$ cat src/riscvPkg.sv
package riscvPkg;

    localparam int xlen = 32; // data word width

    // R-type view, also used for opcode/funct fields of every format
    typedef struct packed {
        logic [6:0] funct7;
        logic [4:0] rs2;
        logic [4:0] rs1;
        logic [2:0] funct3;
        logic [4:0] rd;
        logic [6:0] opcode;
    } rTypeFields_t;

    typedef struct packed {
        logic [11:0] imm;
        logic [4:0]  rs1;
        logic [2:0]  funct3;
        logic [4:0]  rd;
        logic [6:0]  opcode;
    } iTypeFields_t;

    typedef union packed {
        rTypeFields_t       rType;
        iTypeFields_t       iType;
        logic [xlen-1:0]    raw; // scattered S/B/J immediates
    } instrWord_u;

    localparam logic [6:0] opImm    = 7'b0010011;
    localparam logic [6:0] opReg    = 7'b0110011;
    localparam logic [6:0] opBranch = 7'b1100011;
    localparam logic [6:0] opStore  = 7'b0100011;
    localparam logic [6:0] opLoad   = 7'b0000011;
    localparam logic [6:0] opJal    = 7'b1101111;
    localparam logic [6:0] opJalr   = 7'b1100111;

    localparam logic [2:0] aluAdd = 3'b000;
    localparam logic [2:0] aluSub = 3'b001;
    localparam logic [2:0] aluSll = 3'b110;

    localparam logic [2:0] immI = 3'b000;
    localparam logic [2:0] immS = 3'b001;
    localparam logic [2:0] immB = 3'b010;
    localparam logic [2:0] immJ = 3'b100;

endpackage

$ cat src/immExtend.sv
`timescale 1ns/1ps

module immExtend
    import riscvPkg::*;
(
    input  instrWord_u          instr,
    input  logic [2:0]          immSrc,
    output logic [xlen-1:0]     imm
);

    logic sign;

    assign sign = instr.raw[31]; // immediate sign is always bit 31

    always_comb
    begin
        case (immSrc)
            immI:
                imm = {{20{sign}}, instr.iType.imm};
            immS:
                imm = {{20{sign}}, instr.raw[31:25], instr.raw[11:7]};
            immB:
                imm = {{19{sign}}, instr.raw[31], instr.raw[7],
                       instr.raw[30:25], instr.raw[11:8], 1'b0};
            immJ:
                imm = {{11{sign}}, instr.raw[31], instr.raw[19:12],
                       instr.raw[20], instr.raw[30:21], 1'b0};
            default:
                imm = {{20{sign}}, instr.iType.imm};
        endcase
    end

endmodule

$ cat config.mk
export PLATFORM = sky130hd
export DESIGN_NAME = immExtend
export DESIGN_NICKNAME = d
export VERILOG_FILES = /design/src/riscvPkg.sv /design/src/immExtend.sv
export SDC_FILE = /design/constraint.sdc
export NUM_CORES = 1
export LEC_CHECK = 0
export BUFFER_PORTS_ARGS = -buffer_cell sky130_fd_sc_hd__buf_2
export CAP_MARGIN = 25
export CORE_UTILIZATION = 30
export DETAILED_ROUTE_END_ITERATION = 8
export GPL_ROUTABILITY_DRIVEN = 0
export PLACE_DENSITY = 0.84
export SETUP_SLACK_MARGIN = 0.15
export SLEW_MARGIN = 20
export SYNTH_ARGS = -nofsm -noshare
export SYNTH_HDL_FRONTEND = slang
export SYNTH_SLANG_ARGS = --single-unit
$ cat constraint.sdc
create_clock -name vclk -period 0.9
set_input_delay 0 -clock vclk [all_inputs]
set_output_delay 0 -clock vclk [all_outputs]
set_load 0.02 [all_outputs]
==> implementation parameters <==
Parameter                              Value

Status
  Status    finished, final reports clean

STA
  Tmin final    882 ps
  Hold_ws    0.00884 ps
  Transition time of the tightest slew-check pin    237 ps
  Max Freq    1130 MHz
  Final number of max-transition violations    0
  Unrepaired setup endpoints after global routing    true
  Setup Viol. Count Final    0
  Period Utilization, post-route    0.980
  Number of hold violations in the final report    0
  Remaining max-slew budget at the tightest pin    0.842

Finish
  Clock buffer instance count of the final layout    0
  Post-Layout Inst Area    708 um^2
  Total area of sequential cells    0 um^2
  Most frequent cells in the layout    sky130_fd_sc_hd__buf_2 (33), sky130_fd_sc_hd__buf_6 (13), sky130_fd_sc_hd__a31o_2 (8)
  Fraction of final layout cells with drive strength greater than 1    0.854
  Final sequential cell count    0
  Layout Nets    119
  Most common cell after layout, fill and taps aside    sky130_fd_sc_hd__buf_2
  Relative area change from synthesis to final layout    66.0%
  Final antenna diode count    0

Global route
  Vias in the first global route    341
  Global-route wire length before repair    1340 um
  Gr ovfl total    0
  Initial antenna violation count    0
  Global routing usage summed across all routing layers    0.123
  Maximum number of pins on one net before global-route repair    12
  Met3 capacity usage during global routing    0.0114
  Met2 GRT Util    0.311
  Global Route met1 Usage    0.0921
  Gr busiest metal    met2

Power and ir drop
  Part of the total power dissipated in sequential elements    0
  Part of the total power dissipated in combinational logic    1.000
  Power per Cell Area    705 nW/um^2
  Peak ir drop on the vdd network    0.000292 V
  Net switching power figure    239 uW
  Leakage dissipation    0.377 nW
  Proportion of total power due to net switching    0.480
  Internal power contribution    260 uW
  Clk pwr share    0
  Post-layout power    499 uW

Floorplan
  Standard-cell rows    13
  Die Footprint    1580 um^2
  Count of pins on the block boundary    67
  Chip width    39.7 um
  Initial Util    0.324
  Area of the core    1320 um^2
  Overall die height    39.7 um

Critical path
  Worst-path fanout max    4
  Data arrival, critical path    880 ps
  Kind of end point of the critical path    primary output
  Worst EP required    900 ps
  Nature of the critical path startpoint    input port
  Worst Setup Path Type    in -> out

Routing
  Violation count after the first detailed-route iteration    2
  Remaining antenna violation count after routing    0
  DR vias    476
  Vias per std cell    4.91
  Drt pass-1 iters    3
  WL final    1160 um
  Wire per inst    11.9 um
  DRC errors left    0

Worst hold path
  Cell count of the worst hold path    0
  Type of the tightest min-delay check    in -> out

Placed design
  Instance area after placement    569 um^2
  Half-perimeter wire length of the detailed placement result    807 um
  Total of buffers placed on input and output ports    48

Synthesis
  Number of library cell types mapped by synthesis    21
  Number of nets in the synthesized netlist    86
  Cells after synthesis    51
  Mean Syn Cell Area    8.37 um^2
  Mapped cell area    427 um^2
  Number of synthesis warnings    0
  Fraction of the yosys area taken by sequential cells    0

Job
  Maxcap violations    0

CTS
  Number of buffers inserted by hold repair at cts    0
[synthesized netlist by cell type, types with 2 or more instances]
master | instances | area (um^2)
sky130_fd_sc_hd__nand2_1 | 2 | 7.51
sky130_fd_sc_hd__o21ai_0 | 2 | 10.0
sky130_fd_sc_hd__nand3_1 | 2 | 10.0
sky130_fd_sc_hd__buf_4 | 19 | 143
sky130_fd_sc_hd__mux2_2 | 3 | 33.8
sky130_fd_sc_hd__a31o_2 | 8 | 70.1
[per-layer routing]
layer,wire length [um],vias to the layer above
li1,-,227
met1,367,217
met2,681,32
met3,107,0
met4,0,0
met5,0,-
[path summary, 6_finish.rpt]
| check | from | endpoint |
|---|---|---|
| setup / recovery | immSrc[0] | imm[1] |
| hold / removal | instr[28] | imm[8] |
[cell type report]
cell class	instances	area, um^2
Multi-Input combinational cell	29	288
Timing Repair Buffer	53	402
Fill cell	139	609
Tap cell	15	18.8
[critical path: stages]
cell and delay, ps:
sky130_fd_sc_hd__buf_12 110, sky130_fd_sc_hd__xnor2_4 130, sky130_fd_sc_hd__nor2_4 170, sky130_fd_sc_hd__mux2_4 330, sky130_fd_sc_hd__buf_6 130
[cell families after synthesis]
family | Yosys count | share of synthesized area
compound gates | 13 | 0.252
xor+xnor | 1 | 0.0381
buf+inv | 22 | 0.405
mux | 4 | 0.106
simple gates | 11 | 0.199
[through the flow]
stage	utilization	std cells	setup slack (ps)	TNS (ps)
6_report	0.538	97	18.0	0
5_1_grt	0.538	97	-13.5	-31.1
4_1_cts	0.534	97	6.43	0
3_5_place_dp	0.432	96	-92.5	-413
3_3_place_gp	0.432	96	-64.4	-257
2_1_floorplan	-	51	131	0
[power by group through the flow]
stage / combinational [mW] / sequential, mW / clock, mW
finish: 0.499 / 0 / 0
floorplan: 0.352 / 0 / 0
CTS: 0.493 / 0 / 0
global placement: 0.393 / 0 / 0
global route: 0.529 / 0 / 0
detailed placement: 0.398 / 0 / 0
[what timing repair did]
action / in CTS / in global routing
pin swaps: 3 / 2
gates resized for setup: 34 / 2
setup buffers: 1 / 0
endpoints found under the setup margin: 14 / 14
No activity file was read; power rests on OpenSTA's default activity.
