`config.mk`:
```
export PLATFORM = sky130hd
export DESIGN_NAME = regFile
export DESIGN_NICKNAME = d
export VERILOG_FILES = /design/src/riscvPkg.sv /design/src/regFile.sv
export SDC_FILE = /design/constraint.sdc
export NUM_CORES = 2
export LEC_CHECK = 0
export BUFFER_PORTS_ARGS = -buffer_cell sky130_fd_sc_hd__clkbuf_2
export CAP_MARGIN = 15
export CELL_PAD_IN_SITES_DETAIL_PLACEMENT = 0
export CELL_PAD_IN_SITES_GLOBAL_PLACEMENT = 2
export CORE_ASPECT_RATIO = 0.9
export CORE_MARGIN = 4
export CORE_UTILIZATION = 40
export CTS_BUF_LIST = sky130_fd_sc_hd__clkbuf_4 sky130_fd_sc_hd__clkbuf_8
export DETAILED_ROUTE_END_ITERATION = 12
export HOLD_SLACK_MARGIN = 0.1
export PLACE_DENSITY_LB_ADDON = 0.25
export SLEW_MARGIN = 20
export SYNTH_ARGS = -nofsm -noshare
export SYNTH_HDL_FRONTEND = slang
export SYNTH_SLANG_ARGS = --single-unit
```
`constraint.sdc`:
```
create_clock -name clk -period 2.1 [get_ports clk]
set_clock_uncertainty 0.1 [all_clocks]
set_input_delay 0.42 -clock clk [delete_from_list [all_inputs] [get_ports clk]]
set_output_delay 0.42 -clock clk [all_outputs]
set_load 0.02 [all_outputs]
```
`src/riscvPkg.sv`:
```
package riscvPkg;

    localparam int xlen = 32; // data word width

    // R-type view, also used for opcode/funct fields of every format
    typedef struct packed {
        logic [6:0] funct7;
        logic [4:0] rs2;
        logic [4:0] rs1;
        logic [2:0] funct3;
        logic [4:0] rd;
        logic [6:0] opcode;
    } rTypeFields_t;

    typedef struct packed {
        logic [11:0] imm;
        logic [4:0]  rs1;
        logic [2:0]  funct3;
        logic [4:0]  rd;
        logic [6:0]  opcode;
    } iTypeFields_t;

    typedef union packed {
        rTypeFields_t       rType;
        iTypeFields_t       iType;
        logic [xlen-1:0]    raw; // scattered S/B/J immediates
    } instrWord_u;

    localparam logic [6:0] opImm    = 7'b0010011;
    localparam logic [6:0] opReg    = 7'b0110011;
    localparam logic [6:0] opBranch = 7'b1100011;
    localparam logic [6:0] opStore  = 7'b0100011;
    localparam logic [6:0] opLoad   = 7'b0000011;
    localparam logic [6:0] opJal    = 7'b1101111;
    localparam logic [6:0] opJalr   = 7'b1100111;

    localparam logic [2:0] aluAdd = 3'b000;
    localparam logic [2:0] aluSub = 3'b001;
    localparam logic [2:0] aluSll = 3'b110;

    localparam logic [2:0] immI = 3'b000;
    localparam logic [2:0] immS = 3'b001;
    localparam logic [2:0] immB = 3'b010;
    localparam logic [2:0] immJ = 3'b100;

endpackage

```
`src/regFile.sv`:
```
`timescale 1ns/1ps

module regFile
    import riscvPkg::*;
(
    input  logic                clk,
    input  logic                arstN,
    input  logic [4:0]          rs1Addr,
    input  logic [4:0]          rs2Addr,
    input  logic [4:0]          writeAddr,
    input  logic                writeEn,
    input  logic [xlen-1:0]     writeData,
    output logic [xlen-1:0]     rs1Data,
    output logic [xlen-1:0]     rs2Data
);

    logic [xlen-1:0] regs [32];

    always_ff @(posedge clk or negedge arstN)
    begin
        if (!arstN)
        begin
            for (int i = 0; i < 32; i++)
                regs[i] <= '0;
        end
        else if (writeEn && writeAddr != 5'd0) // x0 stays zero
        begin
            regs[writeAddr] <= writeData;
        end
    end

    assign rs1Data = regs[rs1Addr];
    assign rs2Data = regs[rs2Addr];

endmodule

```
==> metrics <==
min cycle time layout=2880 ps; synthesized area per cell=12.2 sq um; final net count=4987; CTS Buffer Depth=3; Clock Tree Root=clkbuf_8; Via-to-Cell Ratio=5.77; via count=40000; final instance area=68400 sq um; Hold Fails Final Rpt=0; EDFF count, synth=0; clock sink count=1024; synthesized cell area=55900 sq um; Layout area overhead=22.3%; worst slew pin tran=880 ps; CTS Buf Count=183; gr usage total=26.0%; placed cell area=62800 sq um; Data arrival, critical path=2360 ps; max_slew headroom=41.2%; register bank with the most flops=regs; placed instance count=6570; largest registers=regs: 1024 flops; DPL Wire Length=126000 microns; Comb pwr share=21.5%; Cells after Synth=4601; IO buf count=113; Netlist cell types=28; fmax=347 MHz; GP Congestion=0.809; Initial Utilization=40.5%; switch share=29.7%; status=finished, violations left; Critical Path End Type=primary output; dominant synthesized flop cell=dfrtp_1; Post-DRT Antenna Nets=0; Setup WS post-layout=-781 ps; sequential element share of the synthesized area=45.8%; CP Launch Type=register; Int Pwr=0.0419 W; initial antenna violation count=15; ratio of cells with drive above 1 in the final layout=41.2%; pwr dens=871 nW/um^2; drt total wl=192000 microns; largest net degree at the start of global routing=105; die width=402 microns; max reg flops=1024; Synth Warn #=0; max capacitance violation total=0; Wirelength per Cell=27.8 microns; crit-path max FO=3; TritonCTS clock tree=built; CORE AREA=138000 sq um; I/O Pins=114; htree depth=4; final worst path period share=137%; #FFs+latches synth=1024; unrepaired setup endpoints after global routing=true; syn_nets=4651; Die Footprint=146000 sq um; number of global-route vias before repair=41100; Non-Filler Instances=6927; First-pass DRT Iterations=5; Clock Power Share=34.3%; DIE HEIGHT=363 microns; FFs w/ async S/R, synth=100%; first-pass GRT wire length=285000 microns; Final setup viols=64; CTS clk-pin slew, worst paths=60 ps; Slew Limit Fails=0; Hold Path Class=in2reg; grt ovf=0; Worst Path Required=1580 ps; Crit Path Category=reg2out; failing checks=negative setup slack; initial drt markers=2960; leakage=32.5 nW; power share of the sequential group=44.2%; clock latency on the worst-skew pair=900 ps; VDD IR max=0.494 mV; Row Count=129; DRC=0; switching pwr=0.0177 W
[power by group through the flow]
stage / clock (W) / combinational [W] / sequential (W)
after floorplan: 0 / 0.00857 / 0.0258
after global placement: 0 / 0.0120 / 0.0264
after detailed placement: 0 / 0.0121 / 0.0266
after CTS: 0.0209 / 0.0127 / 0.0262
after global routing: 0.0219 / 0.0139 / 0.0268
final: 0.0204 / 0.0128 / 0.0263
[what timing repair did]
item	CTS	global route
endpoints found under the hold margin	1303	0
resized for setup	208	110
endpoints found under the setup margin	64	64
buffers inserted	4	4
hold buffers	26	0
pin swaps	110	108
[through the flow]
| stage | worst slack (ps) | TNS [ps] | util [%] | total power [W] | hold WS [ps] |
|---|---|---|---|---|---|
| after floorplan | -23.2 | -576 | - | 0.0343 | 24.4 |
| after global placement | -721 | -61690 | 45.4 | 0.0384 | 214 |
| after detailed placement | -763 | -67610 | 45.4 | 0.0387 | 214 |
| after CTS | -893 | -47890 | 49.3 | 0.0598 | 110 |
| after global routing | -915 | -49050 | 49.5 | 0.0626 | 179 |
| final | -781 | -40260 | 49.5 | 0.0596 | 215 |
[layout by cell type, fill, tap and decap left out, types with 128 or more instances in the layout]
master    instances
mux2i_1        1023
mux2_2          953
a22o_1          128
buf_4           302
buf_12          182
nand3_1         130
clkbuf_8        251
a22oi_1         192
dfrtp_1        1024
a21oi_1         192
nand2_1         193
[cell families (layout without fill, tap and decap cells)]
group,count (synthesis),count (layout),synth area share [%]
AOI/OAI and AO/OA,576,576,7.01
buffers and inverters,473,956,4.50
DFF,1024,1024,45.8
muxes,2016,2016,38.3
other,0,9,0
and+or+nand+nor,512,512,4.39
[layer usage]
layer | track usage, % | share of wire, % | vias up
met5 | 0 | 0.021 | -
met3 | 3.89 | 4.7 | 265
met1 | 37.7 | 47 | 21000
met2 | 40.8 | 46 | 983
li1 | - | - | 17700
met4 | 6.62 | 2.2 | 6
[cells in the mapped netlist (39+ instances only)]
| cell type | instances | area [sq um] |
|---|---|---|
| mux2i_1 | 1024 | 10200 |
| nand2_1 | 210 | 788 |
| a21oi_1 | 192 | 961 |
| mux2_2 | 953 | 10700 |
| a22o_1 | 128 | 1120 |
| nor3_1 | 65 | 325 |
| buf_6 | 48 | 541 |
| buf_2 | 111 | 556 |
| a22oi_1 | 192 | 1440 |
| buf_4 | 64 | 480 |
| nand3_1 | 194 | 971 |
| a31oi_1 | 64 | 400 |
| dfrtp_1 | 1024 | 25600 |
| mux2_1 | 39 | 439 |
| clkbuf_1 | 224 | 841 |
[critical path, cell delays in order, from the launching register on]
cell and delay (ps):
dfrtp_1 410, mux2i_1 180, a22o_1 190, nor3_1 50
a31oi_1 210, nand3_2 210, buf_2 220
[cell type report]
type,instances,area [sq um]
antenna,9,22.5
clock buffer,302,3810
clock inverter,30,238
fill,12400,69700
multi-input combinational,3104,29100
sequential,1024,25600
tap,1834,2290
timing repair buffer,624,7330
[final timing paths]
check	to	start	depth (start not counted)	slack (ps)
max	rs2Data[18]	regs[786]	6	-780
min	regs[540]	writeData[28]	2	220
max reg2reg	regs[783]	regs[783]	2	1100
min reg2reg	regs[997]	regs[997]	0	300
max in group asynchronous	regs[610]	arstN	5	280
min in group asynchronous	regs[166]	arstN	4	690
Note: power is estimated with default switching activity, not from simulation.
