==> src/riscvPkg.sv <==
package riscvPkg;

    localparam int xlen = 32; // data word width

    // R-type view, also used for opcode/funct fields of every format
    typedef struct packed {
        logic [6:0] funct7;
        logic [4:0] rs2;
        logic [4:0] rs1;
        logic [2:0] funct3;
        logic [4:0] rd;
        logic [6:0] opcode;
    } rTypeFields_t;

    typedef struct packed {
        logic [11:0] imm;
        logic [4:0]  rs1;
        logic [2:0]  funct3;
        logic [4:0]  rd;
        logic [6:0]  opcode;
    } iTypeFields_t;

    typedef union packed {
        rTypeFields_t       rType;
        iTypeFields_t       iType;
        logic [xlen-1:0]    raw; // scattered S/B/J immediates
    } instrWord_u;

    localparam logic [6:0] opImm    = 7'b0010011;
    localparam logic [6:0] opReg    = 7'b0110011;
    localparam logic [6:0] opBranch = 7'b1100011;
    localparam logic [6:0] opStore  = 7'b0100011;
    localparam logic [6:0] opLoad   = 7'b0000011;
    localparam logic [6:0] opJal    = 7'b1101111;
    localparam logic [6:0] opJalr   = 7'b1100111;

    localparam logic [2:0] aluAdd = 3'b000;
    localparam logic [2:0] aluSub = 3'b001;
    localparam logic [2:0] aluSll = 3'b110;

    localparam logic [2:0] immI = 3'b000;
    localparam logic [2:0] immS = 3'b001;
    localparam logic [2:0] immB = 3'b010;
    localparam logic [2:0] immJ = 3'b100;

endpackage

==> src/controlUnit.sv <==
`timescale 1ns/1ps

module controlUnit
    import riscvPkg::*;
(
    input  instrWord_u  instr,
    output logic        regWrite,
    output logic        resultSrc,    // load data to write-back
    output logic        memWrite,
    output logic        branch,
    output logic        branchInvert, // bne
    output logic        jump,         // link value to write-back
    output logic        jalrSel,
    output logic        aluSrc,       // imm as second operand
    output logic [2:0]  aluControl,
    output logic [2:0]  immSrc
);

    always_comb
    begin
        regWrite     = 1'b0;
        resultSrc    = 1'b0;
        memWrite     = 1'b0;
        branch       = 1'b0;
        branchInvert = 1'b0;
        jump         = 1'b0;
        jalrSel      = 1'b0;
        aluSrc       = 1'b0;
        aluControl   = aluAdd;
        immSrc       = immI;

        case (instr.rType.opcode)
            opImm:
            begin
                if (instr.rType.funct3 == 3'b000) // addi
                begin
                    regWrite = 1'b1;
                    aluSrc   = 1'b1;
                end
                else if (instr.rType.funct3 == 3'b001 && instr.rType.funct7 == 7'b0000000)
                begin
                    regWrite   = 1'b1; // slli
                    aluSrc     = 1'b1;
                    aluControl = aluSll;
                end
            end

            opReg:
            begin
                if (instr.rType.funct3 == 3'b000 && instr.rType.funct7 == 7'b0000000)
                    regWrite = 1'b1; // add
                else if (instr.rType.funct3 == 3'b000 && instr.rType.funct7 == 7'b0100000)
                begin
                    regWrite   = 1'b1; // sub
                    aluControl = aluSub;
                end
            end

            opBranch:
            begin
                if (instr.rType.funct3 == 3'b000 || instr.rType.funct3 == 3'b001)
                begin
                    branch       = 1'b1;
                    branchInvert = instr.rType.funct3[0]; // bne when set
                    immSrc       = immB;
                    aluControl   = aluSub; // compare via zero flag
                end
            end

            opStore:
            begin
                if (instr.rType.funct3 == 3'b010) // sw
                begin
                    memWrite = 1'b1;
                    aluSrc   = 1'b1;
                    immSrc   = immS;
                end
            end

            opLoad:
            begin
                if (instr.rType.funct3 == 3'b010) // lw
                begin
                    regWrite  = 1'b1;
                    resultSrc = 1'b1;
                    aluSrc    = 1'b1;
                end
            end

            opJal:
            begin
                regWrite = 1'b1;
                jump     = 1'b1;
                immSrc   = immJ;
            end

            opJalr:
            begin
                if (instr.rType.funct3 == 3'b000)
                begin
                    regWrite = 1'b1;
                    jump     = 1'b1;
                    jalrSel  = 1'b1;
                    aluSrc   = 1'b1; // target is rs1 + imm from the ALU
                end
            end

            default:
            begin
                regWrite = 1'b0; // unsupported, behaves as a no-op
            end
        endcase
    end

endmodule

==> config.mk <==
export PLATFORM = sky130hd
export DESIGN_NAME = controlUnit
export DESIGN_NICKNAME = d
export VERILOG_FILES = /design/src/riscvPkg.sv /design/src/controlUnit.sv
export SDC_FILE = /design/constraint.sdc
export NUM_CORES = 1
export LEC_CHECK = 0
export ABC_AREA = 1
export BUFFER_PORTS_ARGS = -buffer_cell sky130_fd_sc_hd__buf_2
export CELL_PAD_IN_SITES_DETAIL_PLACEMENT = 1
export CELL_PAD_IN_SITES_GLOBAL_PLACEMENT = 1
export CORE_MARGIN = 2
export CORE_UTILIZATION = 18
export DETAILED_ROUTE_END_ITERATION = 12
export PLACE_DENSITY = 0.82
export SLEW_MARGIN = 10
export SYNTH_ARGS = -nofsm -noshare
export SYNTH_HDL_FRONTEND = slang
export SYNTH_SLANG_ARGS = --single-unit
==> constraint.sdc <==
create_clock -name vclk -period 0.8
set_input_delay 0.08 -clock vclk [all_inputs]
set_output_delay 0.08 -clock vclk [all_outputs]
set_load 0.02 [all_outputs]
==> impl_results.md, run 1 <==
- Leak: a little under 0.5 nW
- Largest net degree at the start of global routing: 5
- Mux share of post-synthesis cell area: 0
- Main combinational cell family by area after synthesis: simple AND/OR/NAND/NOR gates
- Met2 Use GR: 0.273
- Setup WS post-layout: -0.215 ns
- Area delta synth->final: 166%
- Psw: around 0.00013 W
- Hold Vio Cnt, Final: 0
- Switching fraction of total power: 0.495
- Required time worst endpoint: 0.72 ns
- Hold Startpoint: instr[31]
- Mapped Avg Cell Area: between 4 and 5 sq um
- CP Capture Type: output pin
- N_diodes: 0
- Routed vias/inst: approximately 4.3
- Post-synthesis sequential area ratio: 0
- Internal cell power: between 0.0001 and 0.00015 W
- Xor/xnor cell area share of the yosys netlist: 0
- Type of the worst min-delay path: in2out
- Fmax: just under 1 GHz
- Fin. max-slew vios: 0
- Global route hottest layer: met2
- GP Congestion: 0.760
- Final period utilization: 1.27
- Status: complete, but fails checks
- DP Worst Slack: -0.294 ns
- Routed length per instance: ~11 microns
- # DRC: 0
- GR Overflow Total: 0
- Crit Path Max Fanout: 3
- Max VDD drop: ~0.15 mV
- Max-slew headroom: 0.871
- Seq pwr share: 0
- Syn_nets: just over 100
- Gate power share: 1.000
- Port bufs: 31
- Share of total power in the clock network: 0
- Failing checks: setup timing
- Sequential Area: 0 sq um
- Layout cell share with drive strength beyond 1: 0.811
- M3 GR Usage: 0.00377
- Die height: between 40 and 50 microns
- CP arrival: approximately 0.94 ns
- Crit path kind: in2out
- HPWL after DPL: 1090 microns
- Fin nets: around 150
- Final setup vio count: 14
- Clock buffer cells: 0
- Fill cell count: 233
- Area of the die: ~2300 sq um
- Area of the multi-input gates: about 410 sq um
- Hold path cells: 5
- Unrepaired setup endpoints after global routing: yes
- Initial antenna violation count: 0
- Synth Area in Adders: 0
- Ys Warns: 0
- Final Critical Period: between 1 and 1.5 ns
- Global Route Usage Sum: 0.131
- CP Launch Type: input pin
- Hold Buf Count CTS: 0
- Post-synthesis cell area: 343 sq um
- Mapped Cells: 70
- Finished Layout Cells: approximately 140
- DR vias: approximately 580
- Placed Cells: about 130
- Global-route wire length before repair: between 2000 and 2500 microns
- GR Util met1: 0.149
- Synth Area in Simple Gates: 0.719
- Detailed Routing Iterations Pass 1: 1
- # rows: 15
- Final sequential cell count: 0
- Synth unique cells: 15
- Hold_ws: 0.565 ns
- Initial Utilization: 0.194
- 1st-iter DRT viols: 0
- Compound-Gate Fraction of Synth Area: 0.0401
- Antenna-violating nets left: 0
- Worst Tran Pin Value: 0.193 ns
- Routed WL: between 1500 and 2000 microns
- Max_cap viols: 0
- Setup crit start: instr[12]
- Pwr dens: approximately 300 nW/um^2
- Core area: approximately 1800 sq um
- Finished Core Util: 0.516
- Vias in the first global route: around 590
- Top Ports: 46
- Die width: between 40 and 50 microns
stage by stage:
stage | power (W) | TNS [ns] | instance area [sq um]
after floorplan | 0.0000656 | -0.113 | 365
after global placement | 0.000142 | -2.35 | 567
after detailed placement | 0.000149 | -2.62 | 567
after CTS | 0.000230 | -1.74 | 825
after global routing | 0.000287 | -2.62 | 911
final | 0.000268 | -1.96 | 911
worst paths after layout:
path                   endpoint
setup / recovery         aluSrc
hold / removal    aluControl[0]
synthesized netlist by cell type:
master    number  area (sq um)
a21oi_2        1          8.76
buf_4          2          15.0
inv_1         15          56.3
inv_2          3          11.3
nand2_1       18          67.6
nand2_2        3          18.8
nand2_4        1          11.3
nand3_1        4          20.0
nand3_2        2          20.0
nand3b_1       1          7.51
nor2_1        10          37.5
nor2_2         5          31.3
nor2_4         2          22.5
nor3_1         2          10.0
o21ai_1        1          5.00
worst max-delay path, stage by stage:
cell	delay [ns]
buf_2	0.12
inv_2	0.06
buf_4	0.13
nor2_2	0.12
nand3_2	0.10
nand2_2	0.09
nor2_4	0.04
nand2_2	0.07
buf_6	0.11
cell usage in the layout, fill, tap and decap left out, types with 2 or more instances in the layout:
master / instances
buf_6: 20
buf_4: 15
nand2_1: 11
inv_2: 10
nor2_4: 10
nand2_2: 7
buf_2: 6
inv_1: 5
nor2_2: 5
nand2_4: 4
inv_4: 3
nand3_4: 3
nor2_1: 2
nand3_2: 2
buf_8: 2
timing repair:
action	4_1_cts	5_1_grt
pin swaps	22	14
setup buffers	4	3
hold endpoints to repair	0	0
resized for setup	70	15
setup endpoints to repair	14	14
layout make-up:
class                           instances  share of cell area
Tap cell                               25              0.0343
Inverter                               18              0.0824
Multi-Input combinational cell         50               0.446
Timing Repair Buffer                   43               0.437
power groups by stage:
stage / Clock (W) / Sequential (W) / Combinational, W
2_1_floorplan: 0 / 0 / 0.0000656
3_3_place_gp: 0 / 0 / 0.000142
3_5_place_dp: 0 / 0 / 0.000149
4_1_cts: 0 / 0 / 0.000230
5_1_grt: 0 / 0 / 0.000287
6_report: 0 / 0 / 0.000268
logic make-up after synthesis:
kind of cell	Yosys count
compound gates	2
buf+inv	20
simple gates	48
per-layer routing:
metal,wire length [microns],part of all wire
met5,0,0
met4,34,0.022
met3,70,0.046
met2,883,0.58
met1,543,0.35
Note: power is estimated with default switching activity, not from simulation.
==> inputs of run 2 (changes only) <==
--- a/config.mk
+++ b/config.mk
@@ -5,14 +5,13 @@
 export SDC_FILE = /design/constraint.sdc
 export NUM_CORES = 1
 export LEC_CHECK = 0
-export ABC_AREA = 1
 export BUFFER_PORTS_ARGS = -buffer_cell sky130_fd_sc_hd__buf_2
 export CELL_PAD_IN_SITES_DETAIL_PLACEMENT = 1
 export CELL_PAD_IN_SITES_GLOBAL_PLACEMENT = 1
 export CORE_MARGIN = 2
-export CORE_UTILIZATION = 18
+export CORE_UTILIZATION = 13
 export DETAILED_ROUTE_END_ITERATION = 12
-export PLACE_DENSITY = 0.82
+export PLACE_DENSITY = 0.81
 export SLEW_MARGIN = 10
 export SYNTH_ARGS = -nofsm -noshare
 export SYNTH_HDL_FRONTEND = slang
==> impl_results.md, run 2 <==
- Initial Utilization: 0.141 (was 0.194)
- Crit Path Max Fanout: 2 (was 3)
- Hold_ws: 0.492 ns (was 0.565 ns)
- Most frequent cells in the layout: buf_6, buf_4, nor2_4 (was buf_6, buf_4, nand2_1)
- DR vias: 434 (was 581)
- CP Capture Type: output pin (unchanged)
- Area of the multi-input gates: 358 sq um (was 407 sq um)
- Layout cell share with drive strength beyond 1: 0.880 (was 0.811)
- Global Route Usage Sum: 0.137 (was 0.131)
- HPWL after DPL: 959 microns (was 1090 microns)
- Max VDD drop: 0.136 mV (was 0.147 mV)
- Final setup vio count: 13 (was 14)
- Hold Vio Cnt, Final: 0 (unchanged)
- Failing checks: setup timing (unchanged)
- Fmax: 0.793 GHz (was 0.985 GHz)
- Die height: 44.7 microns (was 47.6 microns)
- CP Launch Type: input pin (unchanged)
- Placed Cells: 85 (was 129)
- Routed WL: 1370 microns (was 1530 microns)
- Finished Core Util: 0.538 (was 0.516)
- Leak: 0.366 nW (was 0.489 nW)
- Fin nets: 109 (was 145)
- Clock buffer cells: 0 (unchanged)
- Routed vias/inst: 4.77 (was 4.27)
- Vias in the first global route: 446 (was 591)
- N_diodes: 0 (unchanged)
- Type of the worst min-delay path: in2out (unchanged)
- Post-synthesis sequential area ratio: 0 (unchanged)
- Antenna-violating nets left: 0 (unchanged)
- Mapped Cells: 34 (was 70)
- Crit path kind: in2out (unchanged)
- Final period utilization: 1.58 (was 1.27)
- Synth unique cells: 22 (was 15)
- Area of the die: 2000 sq um (was 2270 sq um)
- Setup WS post-layout: -0.461 ns (was -0.215 ns)
- Finished Layout Cells: 91 (was 136)
- Commonest non-fill, non-tap cell in the layout: buf_6 (unchanged)
- Ys Warns: 0 (unchanged)
- Unrepaired setup endpoints after global routing: yes (unchanged)
- Top Ports: 46 (unchanged)
- Global-route wire length before repair: 2090 microns (was 2260 microns)
- GP Congestion: 0.642 (was 0.760)
- Required time worst endpoint: 0.72 ns (about the same)
- Pwr dens: 272 nW/um^2 (was 295 nW/um^2)
- Fill cell count: 169 (was 233)
- Routed length per instance: 15.0 microns (was 11.3 microns)
- Initial antenna violation count: 0 (unchanged)
- Final Critical Period: 1.26 ns (was 1.02 ns)
- Core area: 1520 sq um (was 1760 sq um)
- Mapped Avg Cell Area: 6.33 sq um (was 4.90 sq um)
- 1st-iter DRT viols: 0 (unchanged)
- # rows: 14 (was 15)
- Area delta synth->final: 281% (was 166%)
- Die width: 44.7 microns (was 47.6 microns)
- Status: complete, but fails checks (unchanged)
- Max_cap viols: 0 (unchanged)
- DP Worst Slack: -0.493 ns (was -0.294 ns)
- Detailed Routing Iterations Pass 1: 1 (unchanged)
- GR Overflow Total: 0 (unchanged)
- Most frequent cell after synthesis: nor2_1 (was nand2_1)
- Syn_nets: 66 (was 102)
- Area contributors post-synth: nor2_1, nor3_2, buf_4, and3_1, nor4_1 (was nand2_1, inv_1, nor2_1, nor2_2, nor2_4)
- Post-synthesis cell area: 215 sq um (was 343 sq um)
- # DRC: 0 (unchanged)
- Max-slew headroom: 0.812 (was 0.871)
- Top cell type's share of synthesized area: 0.122 (was 0.197)
- Largest net degree at the start of global routing: 6 (was 5)
- Worst Tran Pin Value: 0.280 ns (was 0.193 ns)
- Fin. max-slew vios: 0 (unchanged)
- Port bufs: 31 (unchanged)
- Final sequential cell count: 0 (unchanged)
- Yosys top cell by area: nor2_1 (was nand2_1)
- Sequential Area: 0 sq um (unchanged)
- Setup TNS: -4.18 ns (was -1.96 ns)
- CP arrival: 1.18 ns (was 0.94 ns)
[run 2: changes by cell type after synthesis, sizes merged, moves of 2 or more]
cell	before	now
nand2	22	2
inv	18	1
nor2	17	7
nand3	6	2
or3	0	3
and3	0	2
nor4	0	2
[run 2: timing repair]
item	in CTS	in global routing
resized for setup	60	11
endpoints found under the setup margin	14	14
setup buffers	3	3
hold buffers	0	0
pin swaps	17	6
[run 2: where the power goes]
part / switching [W] / internal [W] / total, W
clock: 0 / 0 / 0
sequential: 0 / 0 / 0
combinational: 0.0000974 / 0.000125 / 0.000223
total: 0.0000974 / 0.000125 / 0.000223
[run 2: critical path, cell delays in order]
cell     delay [ns]
buf_6          0.10
nor4_4         0.33
nand4_1        0.21
a21oi_2        0.21
or3_4          0.15
buf_6          0.10
[run 2: layout make-up]
cell class                 count  share of cell area
multi-input combinational     31               0.437
inverter                       1             0.00458
tap                           16              0.0244
timing repair buffer          43               0.534
[run 2: cell families after synthesis]
family | Yosys count | share of synthesized area
buffers and inverters | 3 | 0.0872
AND/OR/NAND/NOR | 27 | 0.773
XOR/XNOR | 1 | 0.0407
AO/OA/AOI/OAI | 3 | 0.0988
[run 2: through the flow]
step	instance area (sq um)	total power, W
floorplan	314	0.0000449
global placement	512	0.000129
detailed placement	512	0.000134
CTS	756	0.000200
global route	820	0.000235
finish	820	0.000223
[run 2: final timing paths]
path,startpoint,endpoint,cells after the start
worst max-delay path,instr[31],regWrite,6
worst min-delay path,instr[12],branchInvert,3
[run 2: routing by layer]
| metal | up-vias | wire (microns) | global-route usage |
|---|---|---|---|
| met5 | - | 0 | 0 |
| met2 | 18 | 875 | 0.290 |
| met1 | 205 | 400 | 0.144 |
| li1 | 209 | - | - |
| met4 | 0 | 21 | 0.0182 |
| met3 | 2 | 68 | 0.0122 |
==> inputs of run 3 (changes only) <==
==> constraint.sdc (replaced) <==
create_clock -name vclk -period 1.45
set_input_delay 0.145 -clock vclk [all_inputs]
set_output_delay 0.145 -clock vclk [all_outputs]
set_load 0.02 [all_outputs]
==> impl_results.md, run 3 (synthesis results as in run 2) <==
- Status: finished clean (was complete, but fails checks)
- Most frequent cells in the layout: buf_2, nor2_1, nor3_2 (was buf_6, buf_4, nor2_4)
- Final period utilization: 0.933
- Metal1 wirelength: 365 microns (was 400 microns)
- Setup WS post-layout: 0.0974 ns (was -0.461 ns)
- Top Ports: 46 (unchanged)
- Psw: 0.0000303 W (was 0.0000974 W)
- Final setup vio count: 0 (was 13)
- GR Overflow Total: 0 (unchanged)
- Global Route Usage Sum: 0.0888 (was 0.137)
- Clock buffer cells: 0 (unchanged)
- Met2 Wirelength: 487 microns (was 875 microns)
- Max VDD drop: 0.0422 mV (was 0.136 mV)
- # rows: 14 (unchanged)
- Fin nets: 97 (was 109)
- Finished Core Util: 0.260 (was 0.538)
- Largest net degree at the start of global routing: 6 (unchanged)
- Hold Vio Cnt, Final: 0 (unchanged)
- Area delta synth->final: 84.3% (was 281%)
- Die height: 44.7 microns (unchanged)
- Port bufs: 31 (unchanged)
- Fmax: between 0.7 and 0.8 GHz
- Die width: 44.7 microns (unchanged)
- Sequential Area: 0 sq um (unchanged)
- Leak: 0.218 nW (was 0.366 nW)
- Initial antenna violation count: 0 (unchanged)
- CP arrival: 1.21 ns (was 1.18 ns)
- Met3 Wirelength: 70 microns (was 68 microns)
- Area of the die: 2000 sq um (unchanged)
- Detailed Routing Iterations Pass 1: 2 (was 1)
- Switching fraction of total power: 0.529 (was 0.437)
- Total power: 0.0000572 W (was 0.000223 W)
- Type of the worst min-delay path: in2out (unchanged)
- Max_cap viols: 0 (unchanged)
- Setup TNS: 0 ns (was -4.18 ns)
- Max-slew headroom: 0.833 (was 0.812)
- Hold Buf Count CTS: 0 (unchanged)
- CP Launch Type: input pin (unchanged)
- Core area: 1520 sq um (unchanged)
- DR vias: 360 (was 434)
- Share of total power in the clock network: 0 (about the same)
- Gate power share: 1.000 (about the same)
- Layout cell share with drive strength beyond 1: 0.635 (was 0.880)
- Worst Tran Pin Value: 0.249 ns (was 0.280 ns)
- Top Metal Used: met3 (was met4)
- HPWL after DPL: 832 microns (was 959 microns)
- Required time worst endpoint: 1.31 ns (was 0.72 ns)
- CP Capture Type: output pin (unchanged)
- GP Congestion: 0.661 (was 0.642)
- Routed WL: 923 microns (was 1370 microns)
- # DRC: 0 (unchanged)
- Unrepaired setup endpoints after global routing: no (was yes)
- Crit path kind: in2out (unchanged)
- Internal cell power: 0.0000270 W (was 0.000125 W)
- Final sequential cell count: 0 (unchanged)
- 1st-iter DRT viols: 1 (was 0)
- Crit Path Max Fanout: 5 (was 2)
- Antenna-violating nets left: 0 (unchanged)
- Initial Utilization: 0.141 (unchanged)
- Final Critical Period: 1.35 ns
- Fin. max-slew vios: 0 (unchanged)
- Routed vias/inst: 4.56 (was 4.77)
- DP Worst Slack: 0.0366 ns (was -0.493 ns)
- Commonest non-fill, non-tap cell in the layout: buf_2 (was buf_6)
- Global-route wire length before repair: 1410 microns (was 2090 microns)
- N_diodes: 0 (unchanged)
- Vias in the first global route: 360 (was 446)
- Routed length per instance: 11.7 microns (was 15.0 microns)
- Pwr dens: 144 nW/um^2 (was 272 nW/um^2)
- Post-CTS Repair Setup Buffers: 0 (was 3)
- Hold path cells: 3 (unchanged)
- Seq pwr share: 0 (about the same)
run 3: cell types whose count changed in the layout (fill, tap and decap cells not counted), sizes merged:
cell,previous run,this run
buf,43,31
run 3: area by class of cell:
cell class | instances | area (sq um)
Fill cell | 198 | 1130
Timing Repair Buffer | 31 | 155
Tap cell | 16 | 20.0
Multi-Input combinational cell | 31 | 218
Inverter | 1 | 3.75
run 3: metrics by stage:
stage	hold WS (ns)	area [sq um]	std cells
2_1_floorplan	0.344	215	34
3_3_place_gp	0.608	375	79
3_5_place_dp	0.618	375	79
4_1_cts	0.619	375	79
5_1_grt	0.649	397	79
6_report	0.624	397	79
run 3: power by group through the flow:
stage	combinational (W)	sequential (W)	clock, W
after floorplan	0.0000183	0	0
after global placement	0.0000507	0	0
after detailed placement	0.0000534	0	0
after CTS	0.0000535	0	0
after global routing	0.0000629	0	0
final	0.0000572	0	0
run 3: worst paths after layout:
path	start	end
worst max-delay path	instr[13]	aluControl[0]
worst min-delay path	instr[3]	jalrSel
run 3: metal layers:
layer,up-vias,GRT usage
met1,163,0.101
li1,181,-
met4,0,0
met3,0,0
met2,16,0.188
met5,-,0
run 3: worst max-delay path, cell delays in order:
cell and delay, ns:
buf_2 0.14, or3_4 0.42, nor3_2 0.21, a21o_1 0.14
buf_2 0.15
run 3: what timing repair did:
action,4_1_cts,5_1_grt
gates resized for setup,0,4
endpoints found under the setup margin,0,2
hold endpoints to repair,0,0
