[src/riscvPkg.sv]
package riscvPkg;

    localparam int xlen = 32; // data word width

    // R-type view, also used for opcode/funct fields of every format
    typedef struct packed {
        logic [6:0] funct7;
        logic [4:0] rs2;
        logic [4:0] rs1;
        logic [2:0] funct3;
        logic [4:0] rd;
        logic [6:0] opcode;
    } rTypeFields_t;

    typedef struct packed {
        logic [11:0] imm;
        logic [4:0]  rs1;
        logic [2:0]  funct3;
        logic [4:0]  rd;
        logic [6:0]  opcode;
    } iTypeFields_t;

    typedef union packed {
        rTypeFields_t       rType;
        iTypeFields_t       iType;
        logic [xlen-1:0]    raw; // scattered S/B/J immediates
    } instrWord_u;

    localparam logic [6:0] opImm    = 7'b0010011;
    localparam logic [6:0] opReg    = 7'b0110011;
    localparam logic [6:0] opBranch = 7'b1100011;
    localparam logic [6:0] opStore  = 7'b0100011;
    localparam logic [6:0] opLoad   = 7'b0000011;
    localparam logic [6:0] opJal    = 7'b1101111;
    localparam logic [6:0] opJalr   = 7'b1100111;

    localparam logic [2:0] aluAdd = 3'b000;
    localparam logic [2:0] aluSub = 3'b001;
    localparam logic [2:0] aluSll = 3'b110;

    localparam logic [2:0] immI = 3'b000;
    localparam logic [2:0] immS = 3'b001;
    localparam logic [2:0] immB = 3'b010;
    localparam logic [2:0] immJ = 3'b100;

endpackage

[src/aluExec.sv]
`timescale 1ns/1ps

module aluExec
    import riscvPkg::*;
(
    input  logic [xlen-1:0]     pc,
    input  logic [xlen-1:0]     rs1Data,
    input  logic [xlen-1:0]     rs2Data,
    input  logic [xlen-1:0]     imm,
    input  logic [2:0]          aluControl,
    input  logic                aluSrc,
    input  logic                branch,
    input  logic                branchInvert,
    input  logic                jump,
    input  logic                jalrSel,
    output logic [xlen-1:0]     aluResult,
    output logic [xlen-1:0]     linkValue,
    output logic [xlen-1:0]     nextPc
);

    logic [xlen-1:0] srcB;
    logic            zero;
    logic            takeBranch;

    assign srcB = aluSrc ? imm : rs2Data;

    always_comb
    begin
        case (aluControl)
            aluAdd:  aluResult = rs1Data + srcB;
            aluSub:  aluResult = rs1Data - srcB;
            aluSll:  aluResult = rs1Data << srcB[4:0]; // shamt from low 5 bits
            default: aluResult = '0;
        endcase
    end

    assign zero       = (aluResult == '0);
    assign takeBranch = branch & (zero ^ branchInvert);
    assign linkValue  = pc + 32'd4;

    always_comb
    begin
        if (jalrSel)
            nextPc = {aluResult[xlen-1:1], 1'b0}; // rs1 + imm, bit 0 cleared
        else if (jump || takeBranch)
            nextPc = pc + imm;
        else
            nextPc = linkValue;
    end

endmodule

[config.mk]
export PLATFORM = sky130hd
export DESIGN_NAME = aluExec
export DESIGN_NICKNAME = d
export VERILOG_FILES = /design/src/riscvPkg.sv /design/src/aluExec.sv
export SDC_FILE = /design/constraint.sdc
export NUM_CORES = 1
export LEC_CHECK = 0
export ABC_CLOCK_PERIOD_IN_PS = 21600
export BUFFER_PORTS_ARGS = -buffer_cell sky130_fd_sc_hd__buf_2
export CORE_AREA = 2 2 124 126
export DETAILED_ROUTE_END_ITERATION = 10
export DIE_AREA = 0 0 126 128
export PLACE_DENSITY = 0.94
export REMOVE_ABC_BUFFERS = 1
export SYNTH_ARGS = -nofsm -noshare
export SYNTH_HDL_FRONTEND = slang
export SYNTH_SLANG_ARGS = --single-unit
[constraint.sdc]
create_clock -name vclk -period 21.6
set_input_delay 1.08 -clock vclk [all_inputs]
set_output_delay 1.08 -clock vclk [all_outputs]
set_load 0.1 [all_outputs]
==> results.md, run 1 <==
| Step | Result | This run |
|---|---|---|
| run | MaxCap Viol Count | 0 |
| critical path | Data arrival at the endpoint of the critical path | 9.91 ns |
| finish | Final non-filler cell area | 9200 um2 |
| global routing | All-Layer GR Usage | 36.7% |
| logic synthesis | Synth Area in XOR/XNOR | 10.6% |
| global routing | Vias in the first global route | 9366 |
| floorplan | Number of ports placed on the die boundary | 232 |
| critical path | Class of the most critical setup path | in -> out |
| logic synthesis | Combinational family with the most area after synthesis | compound AO/OA/AOI/OAI gates |
| floorplan | Height of the die | 128 um |
| logic synthesis | Mux share of post-synthesis cell area | 17.4% |
| logic synthesis | Register area share after synthesis | 0% |
| finish | Area growth from synthesis to final layout | 14.8% |
| finish | Non-filler cells, final | 1519 |
| sta | Post-route clock period utilization | 50.9% |
| power | Switching part of the total | 72.7% |
| finish | Sequential cell area | 0 um2 |
| global routing | Number of antenna violations at the first check in global routing | 0 |
| sta | Unrepaired setup endpoints after global routing | no |
| clocking | Post-cts sizing count | 0 |
| finish | Clock buffers | 0 |
| power | Cell internal pwr | 0.134 mW |
| power | Clk pwr share | 0% |
| power | Net switching power figure | 0.355 mW |
| sta | Final-report setup violation count | 0 |
| finish | Seq cells | 0 |
| critical path | Cell type of the slowest stage on the worst timing path | mux2_1 |
| logic synthesis | Synth Area in Adders | 10.6% |
| critical path | Worst path required time | 20.52 ns |
| power | Power density of the placed cells | 53.1 nW/um2 |
| finish | Utilization after layout | 61.9% |
| global routing | Final global-route overflow total | 0 |
| sta | Worst Hold Margin | 2.56 ns |
| drt | Detailed-router iteration count before antenna repair | 6 |
| drt | Routed length per instance | 20.7 um |
| sta | Highest achievable clock rate | 0.0910 GHz |
| critical path | CP max stage delay | 0.71 ns |
| drt | Via density per instance | 6.84 |
| global routing | Wire length of the first global-routing pass | 49100 um |
| logic synthesis | Yosys warning total | 0 |
| min path | Worst-case hold path end point | linkValue[0] |
| logic synthesis | Mean instance size in the synthesized netlist | 6.97 um2 |
| sta | Post-Route Setup TNS | 0 ns |
| sta | Hold violation total from the final report | 0 |
| floorplan | Die extent in x | 126 um |
| placement | Cell area after placement | 9200 um2 |
| floorplan | Die Footprint | 16100 um2 |
| sta | Pins over their slew limit | 0 |
| power | Sequential share of power | 0% |
| power | Combinational share of power | 100.0% |
| drt | Number of vias after detailed routing | 10394 |
| logic synthesis | Top cell type's share of synthesized area | 12.2% |
| placement | I/O Buffers | 232 |
| drt | Drc violations | 0 |
| logic synthesis | Fraction of the mapped netlist area in simple logic gates | 25.6% |
| power | Maximum resistive drop on vdd | 0.0409 mV |
| finish | Area occupied by multi-input gates | 7620 um2 |
| logic synthesis | Cells taking the most area after synthesis | mux2i_1 (12%), ha_1 (10%), xnor2_1 (6.7%) |
| logic synthesis | Mapped cell area | 8020 um2 |
| sta | Remaining max-slew budget at the tightest pin | 38.3% |
| logic synthesis | Library cell with the largest summed area after synthesis | mux2i_1 |
| drt | Number of DRC violations after detailed-routing iteration 0 | 1378 |
| critical path | Worst-path fanout max | 79 |
| floorplan | Core Region | 14900 um2 |
| min path | Hold Crit Depth | 2 |
| floorplan | Placement row count | 45 |
| placement | Detailed-placement wirelength estimate | 25900 um |
| clocking | Number of post-CTS setup repair buffers | 0 |
| critical path | Cell occurring most often along the worst timing path | or4_1 |
| placement | Placer congestion estimate | 0.972 |
| finish | Net count reported at finish | 1536 |
| drt | Total wire length after detailed routing | 31500 um |
| power | Leak | 4.27 nW |
| outcome | Outcome | finished clean |
| logic synthesis | Synth unique cells | 85 |
| min path | Worst min-delay path startpoint | pc[0] |
| sta | Actual slew at the worst max-slew pin | 0.916 ns |
| logic synthesis | Syn Inst Count | 1151 |
| min path | Worst min path class | in -> out |
| sta | Final critical-path required period | 10.99 ns |
| logic synthesis | List of most frequent post-synthesis cells | mux2i_1 (98), nand2_1 (97), nor2_1 (96), a21oi_1 (86), o21ai_0 (66) |
| drt | Number of nets with antenna violations after routing | 0 |
| finish | Count of inserted antenna diode cells | 0 |
| logic synthesis | Compound-Gate Fraction of Synth Area | 30.5% |
| finish | FILL cells | 1404 |
| placement | Placed insts | 1519 |
| critical path | Critical Path Start Type | input port |
| global routing | Largest net degree at the start of global routing | 80 |
| floorplan | Initial Util | 54.0% |
| critical path | Kind of end point of the critical path | output pin |
| finish | Fraction of final layout cells sized beyond drive strength 1 | 21.9% |
| logic synthesis | Count leader, synth | mux2i_1 |
| clocking | Cts-stage hold buffer count | 0 |
==> worst max-delay path by stage <==
| stage | start | end | slack (ns) | cells past startpoint |
|---|---|---|---|---|
| finish | aluSrc | nextPc[4] | 10.61 | 27 |
| global route | aluSrc | nextPc[4] | 10.18 | 27 |
| global placement | aluSrc | nextPc[5] | 11.06 | 27 |
| detailed placement | aluSrc | nextPc[4] | 10.85 | 27 |
| CTS | aluSrc | nextPc[4] | 10.80 | 27 |
| floorplan | aluSrc | nextPc[30] | 8.22 | 17 |
==> power by group through the flow <==
| stage | sequential, mW | combinational [mW] | clock [mW] |
|---|---|---|---|
| 2_1_floorplan | 0 | 0.371 | 0 |
| 3_3_place_gp | 0 | 0.472 | 0 |
| 3_5_place_dp | 0 | 0.477 | 0 |
| 4_1_cts | 0 | 0.479 | 0 |
| 5_1_grt | 0 | 0.515 | 0 |
| 6_report | 0 | 0.489 | 0 |
==> per-stage QoR <==
stage,total power [mW],setup WS (ns)
after global routing,0.515,10.18
after floorplan,0.371,8.22
after detailed placement,0.477,10.85
after CTS,0.479,10.80
final,0.489,10.61
after global placement,0.472,11.06
==> per-layer routing <==
layer  wire length, um  up-vias  global-route usage [%]
met5                 0        -                       0
met3              3540      121                    5.88
met2             14200      687                    61.0
met1             12600     4815                    49.6
li1                  -     4771                       -
met4              1170        0                    9.63
==> final cells by class <==
type,instances,share of cell area (%)
Multi-Input combinational cell,1059,82.8
Tap cell,188,2.56
Timing Repair Buffer,241,13.3
Inverter,31,1.26
==> cell families after synthesis <==
| kind of cell | Yosys count |
|---|---|
| buffers and inverters | 92 |
| adder cells (fa/ha/maj) | 67 |
| AO/OA/AOI/OAI | 361 |
| multiplexers | 125 |
| AND/OR/NAND/NOR | 409 |
| XOR/XNOR | 97 |
==> critical path, delay by kind of cell <==
kind	cells	cell delay, ns
AND/OR/NAND/NOR	11	3.23
buffers and inverters	5	2.07
multiplexers	3	1.40
AO/OA/AOI/OAI	5	1.14
adder cells (fa/ha/maj)	2	0.70
XOR/XNOR	1	0.17
==> layout by cell type (no fill, tap or decap), types with 14 or more instances in the layout <==
cell	synthesis	layout
a211oi_1	15	15
a21o_1	24	24
a21oi_1	86	86
a31oi_1	14	14
buf_2	7	232
ha_1	65	65
inv_1	29	29
mux2_2	15	15
mux2i_1	98	96
nand2_1	97	97
nand2b_1	17	17
nand3_1	39	39
nand4_1	22	22
nor2_1	96	96
nor3_1	33	33
o21ai_0	66	66
o22ai_1	14	14
or3_1	14	14
xnor2_1	61	61
xor2_1	36	36
No activity file was read; power rests on OpenSTA's default activity.
==> run 2: changes to the inputs <==
--- a/config.mk
+++ b/config.mk
@@ -5,7 +5,7 @@
 export SDC_FILE = /design/constraint.sdc
 export NUM_CORES = 1
 export LEC_CHECK = 0
-export ABC_CLOCK_PERIOD_IN_PS = 21600
+export ABC_CLOCK_PERIOD_IN_PS = 10500
 export BUFFER_PORTS_ARGS = -buffer_cell sky130_fd_sc_hd__buf_2
 export CORE_AREA = 2 2 124 126
 export DETAILED_ROUTE_END_ITERATION = 10
==> constraint.sdc (replaced) <==
create_clock -name vclk -period 10.5
set_input_delay 0.525 -clock vclk [all_inputs]
set_output_delay 0.525 -clock vclk [all_outputs]
set_load 0.1 [all_outputs]
==> run 2 against run 1 <==
Utilization rose by 0.15 points. Die area did not move. Global-route usage fell by 0.082 points. Sequential cell count did not move. Combinational power rose by 110%. Cell area rose by 0.24%. Sequential share of layout area did not move. Critical path type unchanged. Largest cell class unchanged.
==> results.md, run 2 (synthesized netlist as in run 1, its figures left out) <==
| Step | Result | This run | Change |
|---|---|---|---|
| sta | Final critical-path required period | 9.40 ns |  |
| drt | Total wire length after detailed routing | 31600 um | was 31500 um |
| drt | Met2 wirelength from detailed routing | 14300 um | was 14200 um |
| finish | Utilization after layout | 62.1% | was 61.9% |
| sta | Pins over their slew limit | 0 | unchanged |
| finish | Count of inserted antenna diode cells | 0 | unchanged |
| finish | Area growth from synthesis to final layout | 15.0% | was 14.8% |
| placement | Cell area after placement | 9230 um2 | was 9200 um2 |
| global routing | Largest net degree at the start of global routing | 72 | was 80 |
| outcome | Outcome | finished clean | unchanged |
| global routing | All-Layer GR Usage | 36.7% | about the same |
| sta | Actual slew at the worst max-slew pin | 0.929 ns | was 0.916 ns |
| drt | Number of DRC violations after detailed-routing iteration 0 | 1365 | was 1378 |
| drt | Met1 Wirelength | 12900 um | was 12600 um |
| floorplan | Die extent in x | 126 um | unchanged |
| sta | Post-route clock period utilization | 89.5% |  |
| placement | Placer congestion estimate | 1.03 | was 0.972 |
| power | Power density of the placed cells | 109 nW/um2 | was 53.1 nW/um2 |
| global routing | Vias in the first global route | 9265 | was 9366 |
| finish | Clock buffers | 0 | unchanged |
| run | MaxCap Viol Count | 0 | unchanged |
| sta | Remaining max-slew budget at the tightest pin | 37.9% | was 38.3% |
| drt | Uppermost signal routing layer after detailed routing | met4 | unchanged |
| critical path | Cell occurring most often along the worst timing path | or4_1 | unchanged |
| critical path | Critical Path Start Type | input port | unchanged |
| critical path | Critical path buffers and inverters | 4 | was 5 |
| drt | Number of vias after detailed routing | 10274 | was 10394 |
| power | Leak | 4.29 nW | was 4.27 nW |
| finish | Fraction of final layout cells sized beyond drive strength 1 | 22.1% | was 21.9% |
| drt | Drc violations | 0 | unchanged |
| global routing | Wire length of the first global-routing pass | 48500 um | was 49100 um |
| critical path | Number of cells on the critical path | 23 | was 27 |
| finish | Most common cell after layout, fill and taps aside | buf_2 | unchanged |
| clocking | Cts-stage hold buffer count | 0 | unchanged |
| drt | Number of nets with antenna violations after routing | 0 | unchanged |
| critical path | Kind of end point of the critical path | output pin | unchanged |
| global routing | Number of antenna violations at the first check in global routing | 0 | unchanged |
| power | Maximum resistive drop on vdd | 0.0868 mV | was 0.0409 mV |
| drt | Routed length per instance | 20.8 um | was 20.7 um |
| drt | Via density per instance | 6.75 | was 6.84 |
| critical path | Worst-path fanout max | 71 | was 79 |
| drt | Met3 wire len | 3330 um | was 3540 um |
| finish | Net count reported at finish | 1539 | was 1536 |
| finish | Final non-filler cell area | 9230 um2 | was 9200 um2 |
| critical path | CP cell instances | buf_2 -> buf_4 -> mux2i_1 -> nand2_1 -> nor4_1 -> and2_1 -> a21oi_1 -> xnor2_1 -> ha_1 -> and2_1 -> nand2_1 -> a2111oi_0 -> o21ai_0 -> a31o_1 -> or4_1 -> or4_1 -> or3_1 -> or4_1 -> o211ai_1 -> buf_4 -> mux2_2 -> mux2_2 -> buf_2 |  |
| floorplan | Die Footprint | 16100 um2 | unchanged |
| placement | Detailed-placement wirelength estimate | 26000 um | was 25900 um |
| floorplan | Initial Util | 54.0% | unchanged |
| sta | Hold violation total from the final report | 0 | unchanged |
| min path | Hold Crit Depth | 2 | unchanged |
| critical path | Class of the most critical setup path | in -> out | unchanged |
| critical path | Worst path required time | 9.98 ns | was 20.52 ns |
| global routing | Final global-route overflow total | 0 | unchanged |
| floorplan | Core Region | 14900 um2 | unchanged |
| sta | Final-report setup violation count | 0 | unchanged |
| placement | I/O Buffers | 232 | unchanged |
| finish | Seq cells | 0 | unchanged |
| critical path | Family of cells with the greatest summed delay on the critical path | simple AND/OR/NAND/NOR gates | unchanged |
| finish | Commonest cells after routing, fill and taps aside | buf_2 (232), nand2_1 (97), nor2_1 (96), mux2i_1 (96), a21oi_1 (86) | unchanged |
| floorplan | Height of the die | 128 um | unchanged |
| sta | Unrepaired setup endpoints after global routing | no | unchanged |
| clocking | Post-cts sizing count | 0 | unchanged |
| clocking | Number of post-CTS setup repair buffers | 0 | unchanged |
| critical path | CP max stage delay | 0.80 ns | was 0.71 ns |
| floorplan | Number of ports placed on the die boundary | 232 | unchanged |
| critical path | Cell type of the slowest stage on the worst timing path | mux2i_1 | was mux2_1 |
| critical path | Data arrival at the endpoint of the critical path | 8.87 ns | was 9.91 ns |
| floorplan | Placement row count | 45 | unchanged |
| finish | Sequential cell area | 0 um2 | unchanged |
| min path | Worst min path class | in -> out | unchanged |
| sta | Highest achievable clock rate | 0.106 GHz |  |
| drt | Detailed-router iteration count before antenna repair | 6 | unchanged |
-- run 2: cell type report --
type	count	area, um2
Inverter	31	116
Tap cell	188	235
Fill cell	1384	5640
Timing Repair Buffer	244	1250
Multi-Input combinational cell	1059	7620
-- run 2: path summary, 6_finish.rpt --
path	start	to	slack (ns)
setup / recovery	aluSrc	nextPc[4]	1.10
hold / removal	pc[0]	linkValue[0]	1.45
-- run 2: layer usage --
metal,vias up,global-route usage [%]
met5,-,0
met4,0,11.2
met3,101,4.92
met2,613,60.1
met1,4786,50.1
li1,4774,-
-- run 2: per-stage QoR --
step	hold slack [ns]	cells	setup WS [ns]	setup TNS [ns]	power (mW)
2_1_floorplan	1.05	1090	-1.77	-47.03	0.764
3_3_place_gp	1.45	1522	1.44	0	0.974
3_5_place_dp	1.45	1522	1.21	0	0.983
4_1_cts	1.45	1522	1.19	0	0.987
5_1_grt	1.46	1522	0.645	0	1.06
6_report	1.45	1522	1.10	0	1.01
-- run 2: where the power goes --
part / switching [mW] / total (mW) / internal [mW]
registers: 0 / 0 / 0
logic: 0.731 / 1.01 / 0.277
clock network: 0 / 0 / 0
total: 0.731 / 1.01 / 0.277
==> run 3: changes to the inputs <==
==> constraint.sdc (replaced) <==
create_clock -name vclk -period 10.5
set_input_delay 0.525 -clock vclk [all_inputs]
set_output_delay 0.525 -clock vclk [all_outputs]
set_load 0.01 [all_outputs]
==> run 3 against run 2 <==
Cell area is essentially flat. Critical path type unchanged. Worst setup slack better by 0.27 ns. Die area unchanged.
==> results.md, run 3 (synthesized netlist as in run 1, its figures left out) <==
| Step | Result | This run | Change |
|---|---|---|---|
| sta | Unrepaired setup endpoints after global routing | no | unchanged |
| critical path | Worst-path fanout max | 76 | was 71 |
| placement | Detailed-placement wirelength estimate | 26100 um | was 26000 um |
| critical path | Cell type of the slowest stage on the worst timing path | nor4_1 | was mux2i_1 |
| drt | Via density per instance | 6.78 | was 6.75 |
| drt | Number of vias after detailed routing | 10323 | was 10274 |
| critical path | CP cell instances | buf_2 -> buf_4 -> mux2i_4 -> buf_4 -> nand3_1 -> nor4_1 -> and2_1 -> a21oi_1 -> xnor2_1 -> ha_1 -> and2_1 -> nand2_1 -> a2111oi_0 -> o21ai_0 -> a31o_1 -> or4_1 -> or4_1 -> or3_1 -> or4_1 -> o211ai_1 -> buf_4 -> mux2_2 -> mux2_2 -> buf_2 | was buf_2 -> buf_4 -> mux2i_1 -> nand2_1 -> nor4_1 -> and2_1 -> a21oi_1 -> xnor2_1 -> ha_1 -> and2_1 -> nand2_1 -> a2111oi_0 -> o21ai_0 -> a31o_1 -> or4_1 -> or4_1 -> or3_1 -> or4_1 -> o211ai_1 -> buf_4 -> mux2_2 -> mux2_2 -> buf_2 |
| critical path | Data arrival at the endpoint of the critical path | 8.61 ns | was 8.87 ns |
| clocking | Post-cts sizing count | 0 | unchanged |
| drt | Drc violations | 0 | unchanged |
| drt | Uppermost signal routing layer after detailed routing | met5 | was met4 |
| sta | Hold violation total from the final report | 0 | unchanged |
| global routing | Largest net degree at the start of global routing | 77 | was 72 |
| placement | DP Worst Slack | 1.53 ns | was 1.21 ns |
| critical path | Critical Path Start Type | input port | unchanged |
| global routing | All-Layer GR Usage | 36.9% | was 36.7% |
| floorplan | Die extent in x | 126 um | unchanged |
| critical path | CP max stage delay | 0.76 ns | was 0.80 ns |
| sta | Post-route clock period utilization | 87.0% | was 89.5% |
| floorplan | Initial Util | 54.0% | unchanged |
| run | MaxCap Viol Count | 0 | unchanged |
| finish | Net count reported at finish | 1538 | was 1539 |
| min path | Worst min path class | in -> out | unchanged |
| critical path | Worst path required time | 9.98 ns | about the same |
| drt | Total wire length after detailed routing | 31700 um | was 31600 um |
| sta | Post-route worst setup slack | 1.37 ns | was 1.10 ns |
| floorplan | Die Footprint | 16100 um2 | unchanged |
| sta | Actual slew at the worst max-slew pin | 1.01 ns | was 0.929 ns |
| min path | Worst min-delay path startpoint | pc[1] | was pc[0] |
| drt | Met3 wire len | 3260 um | was 3330 um |
| min path | Hold Crit Depth | 2 | unchanged |
| drt | Number of nets with antenna violations after routing | 0 | unchanged |
| finish | Most common cell after layout, fill and taps aside | buf_2 | unchanged |
| outcome | Outcome | finished clean | unchanged |
| placement | Placed insts | 1521 | was 1522 |
| sta | Pins over their slew limit | 0 | unchanged |
| min path | Worst-case hold path end point | linkValue[1] | was linkValue[0] |
| sta | Final critical-path required period | 9.13 ns | was 9.40 ns |
| finish | Non-filler cells, final | 1522 | unchanged |
| finish | Clock buffers | 0 | unchanged |
| floorplan | Core Region | 14900 um2 | unchanged |
| critical path | Class of the most critical setup path | in -> out | unchanged |
| global routing | Vias in the first global route | 9145 | was 9265 |
| finish | Area growth from synthesis to final layout | 15.0% | about the same |
| finish | Seq cells | 0 | unchanged |
| drt | Met1 Wirelength | 13200 um | was 12900 um |
| clocking | Number of post-CTS setup repair buffers | 0 | unchanged |
| clocking | Cts-stage hold buffer count | 0 | unchanged |
| drt | Met2 wirelength from detailed routing | 14100 um | was 14300 um |
| sta | Highest achievable clock rate | 0.110 GHz | was 0.106 GHz |
| sta | Remaining max-slew budget at the tightest pin | 32.7% | was 37.9% |
| floorplan | Number of ports placed on the die boundary | 232 | unchanged |
| placement | Placer congestion estimate | 1.02 | was 1.03 |
| sta | Final-report setup violation count | 0 | unchanged |
| finish | Commonest cells after routing, fill and taps aside | buf_2 (232), nand2_1 (97), nor2_1 (96), mux2i_1 (96), a21oi_1 (86) | unchanged |
| global routing | Final global-route overflow total | 0 | unchanged |
| critical path | Kind of end point of the critical path | output pin | unchanged |
| finish | Sequential cell area | 0 um2 | unchanged |
| global routing | Wire length of the first global-routing pass | 48800 um | was 48500 um |
| drt | Number of DRC violations after detailed-routing iteration 0 | 1403 | was 1365 |
| global routing | Number of antenna violations at the first check in global routing | 2 | was 0 |
| finish | Fraction of final layout cells sized beyond drive strength 1 | 22.1% | about the same |
| floorplan | Placement row count | 45 | unchanged |
| floorplan | Height of the die | 128 um | unchanged |
| placement | I/O Buffers | 232 | unchanged |
| drt | Detailed-router iteration count before antenna repair | 7 | was 6 |
| drt | Routed length per instance | 20.8 um | about the same |
run 3: worst max-delay path, delay by kind of cell:
family,cells,cell delay [ns]
multiplexers,3,0.98
AND/OR/NAND/NOR,9,3.37
XOR/XNOR,1,0.18
AO/OA/AOI/OAI,5,1.29
adder cells (fa/ha/maj),1,0.39
buffers and inverters,5,1.78
run 3: through the flow:
stage	instance area, um2	hold WS, ns	util (%)	setup TNS, ns
2_1_floorplan	7710	1.05	-	-1.79
3_3_place_gp	9220	1.27	62.0	0
3_5_place_dp	9220	1.27	62.0	0
4_1_cts	9220	1.27	62.0	0
5_1_grt	9220	1.29	62.0	0
6_report	9220	1.27	62.0	0
run 3: worst max path at each step:
stage,from,to,cells past startpoint
after floorplan,aluSrc,nextPc[11],17
after global placement,aluSrc,nextPc[4],25
after detailed placement,aluSrc,nextPc[4],24
after CTS,aluSrc,nextPc[4],24
after global routing,aluSrc,nextPc[13],24
final,aluSrc,nextPc[4],24
run 3: layout make-up:
class,instances,area (um2)
antenna,1,2.50
fill,1420,5640
inverter,31,116
multi-input combinational,1059,7620
tap,188,235
timing repair buffer,243,1240
run 3: routing by layer:
metal | global-route usage [%] | vias to the layer above
li1 | - | 4777
met1 | 51.4 | 4808
met2 | 60.1 | 636
met3 | 3.88 | 100
met4 | 11.1 | 2
met5 | 0 | -
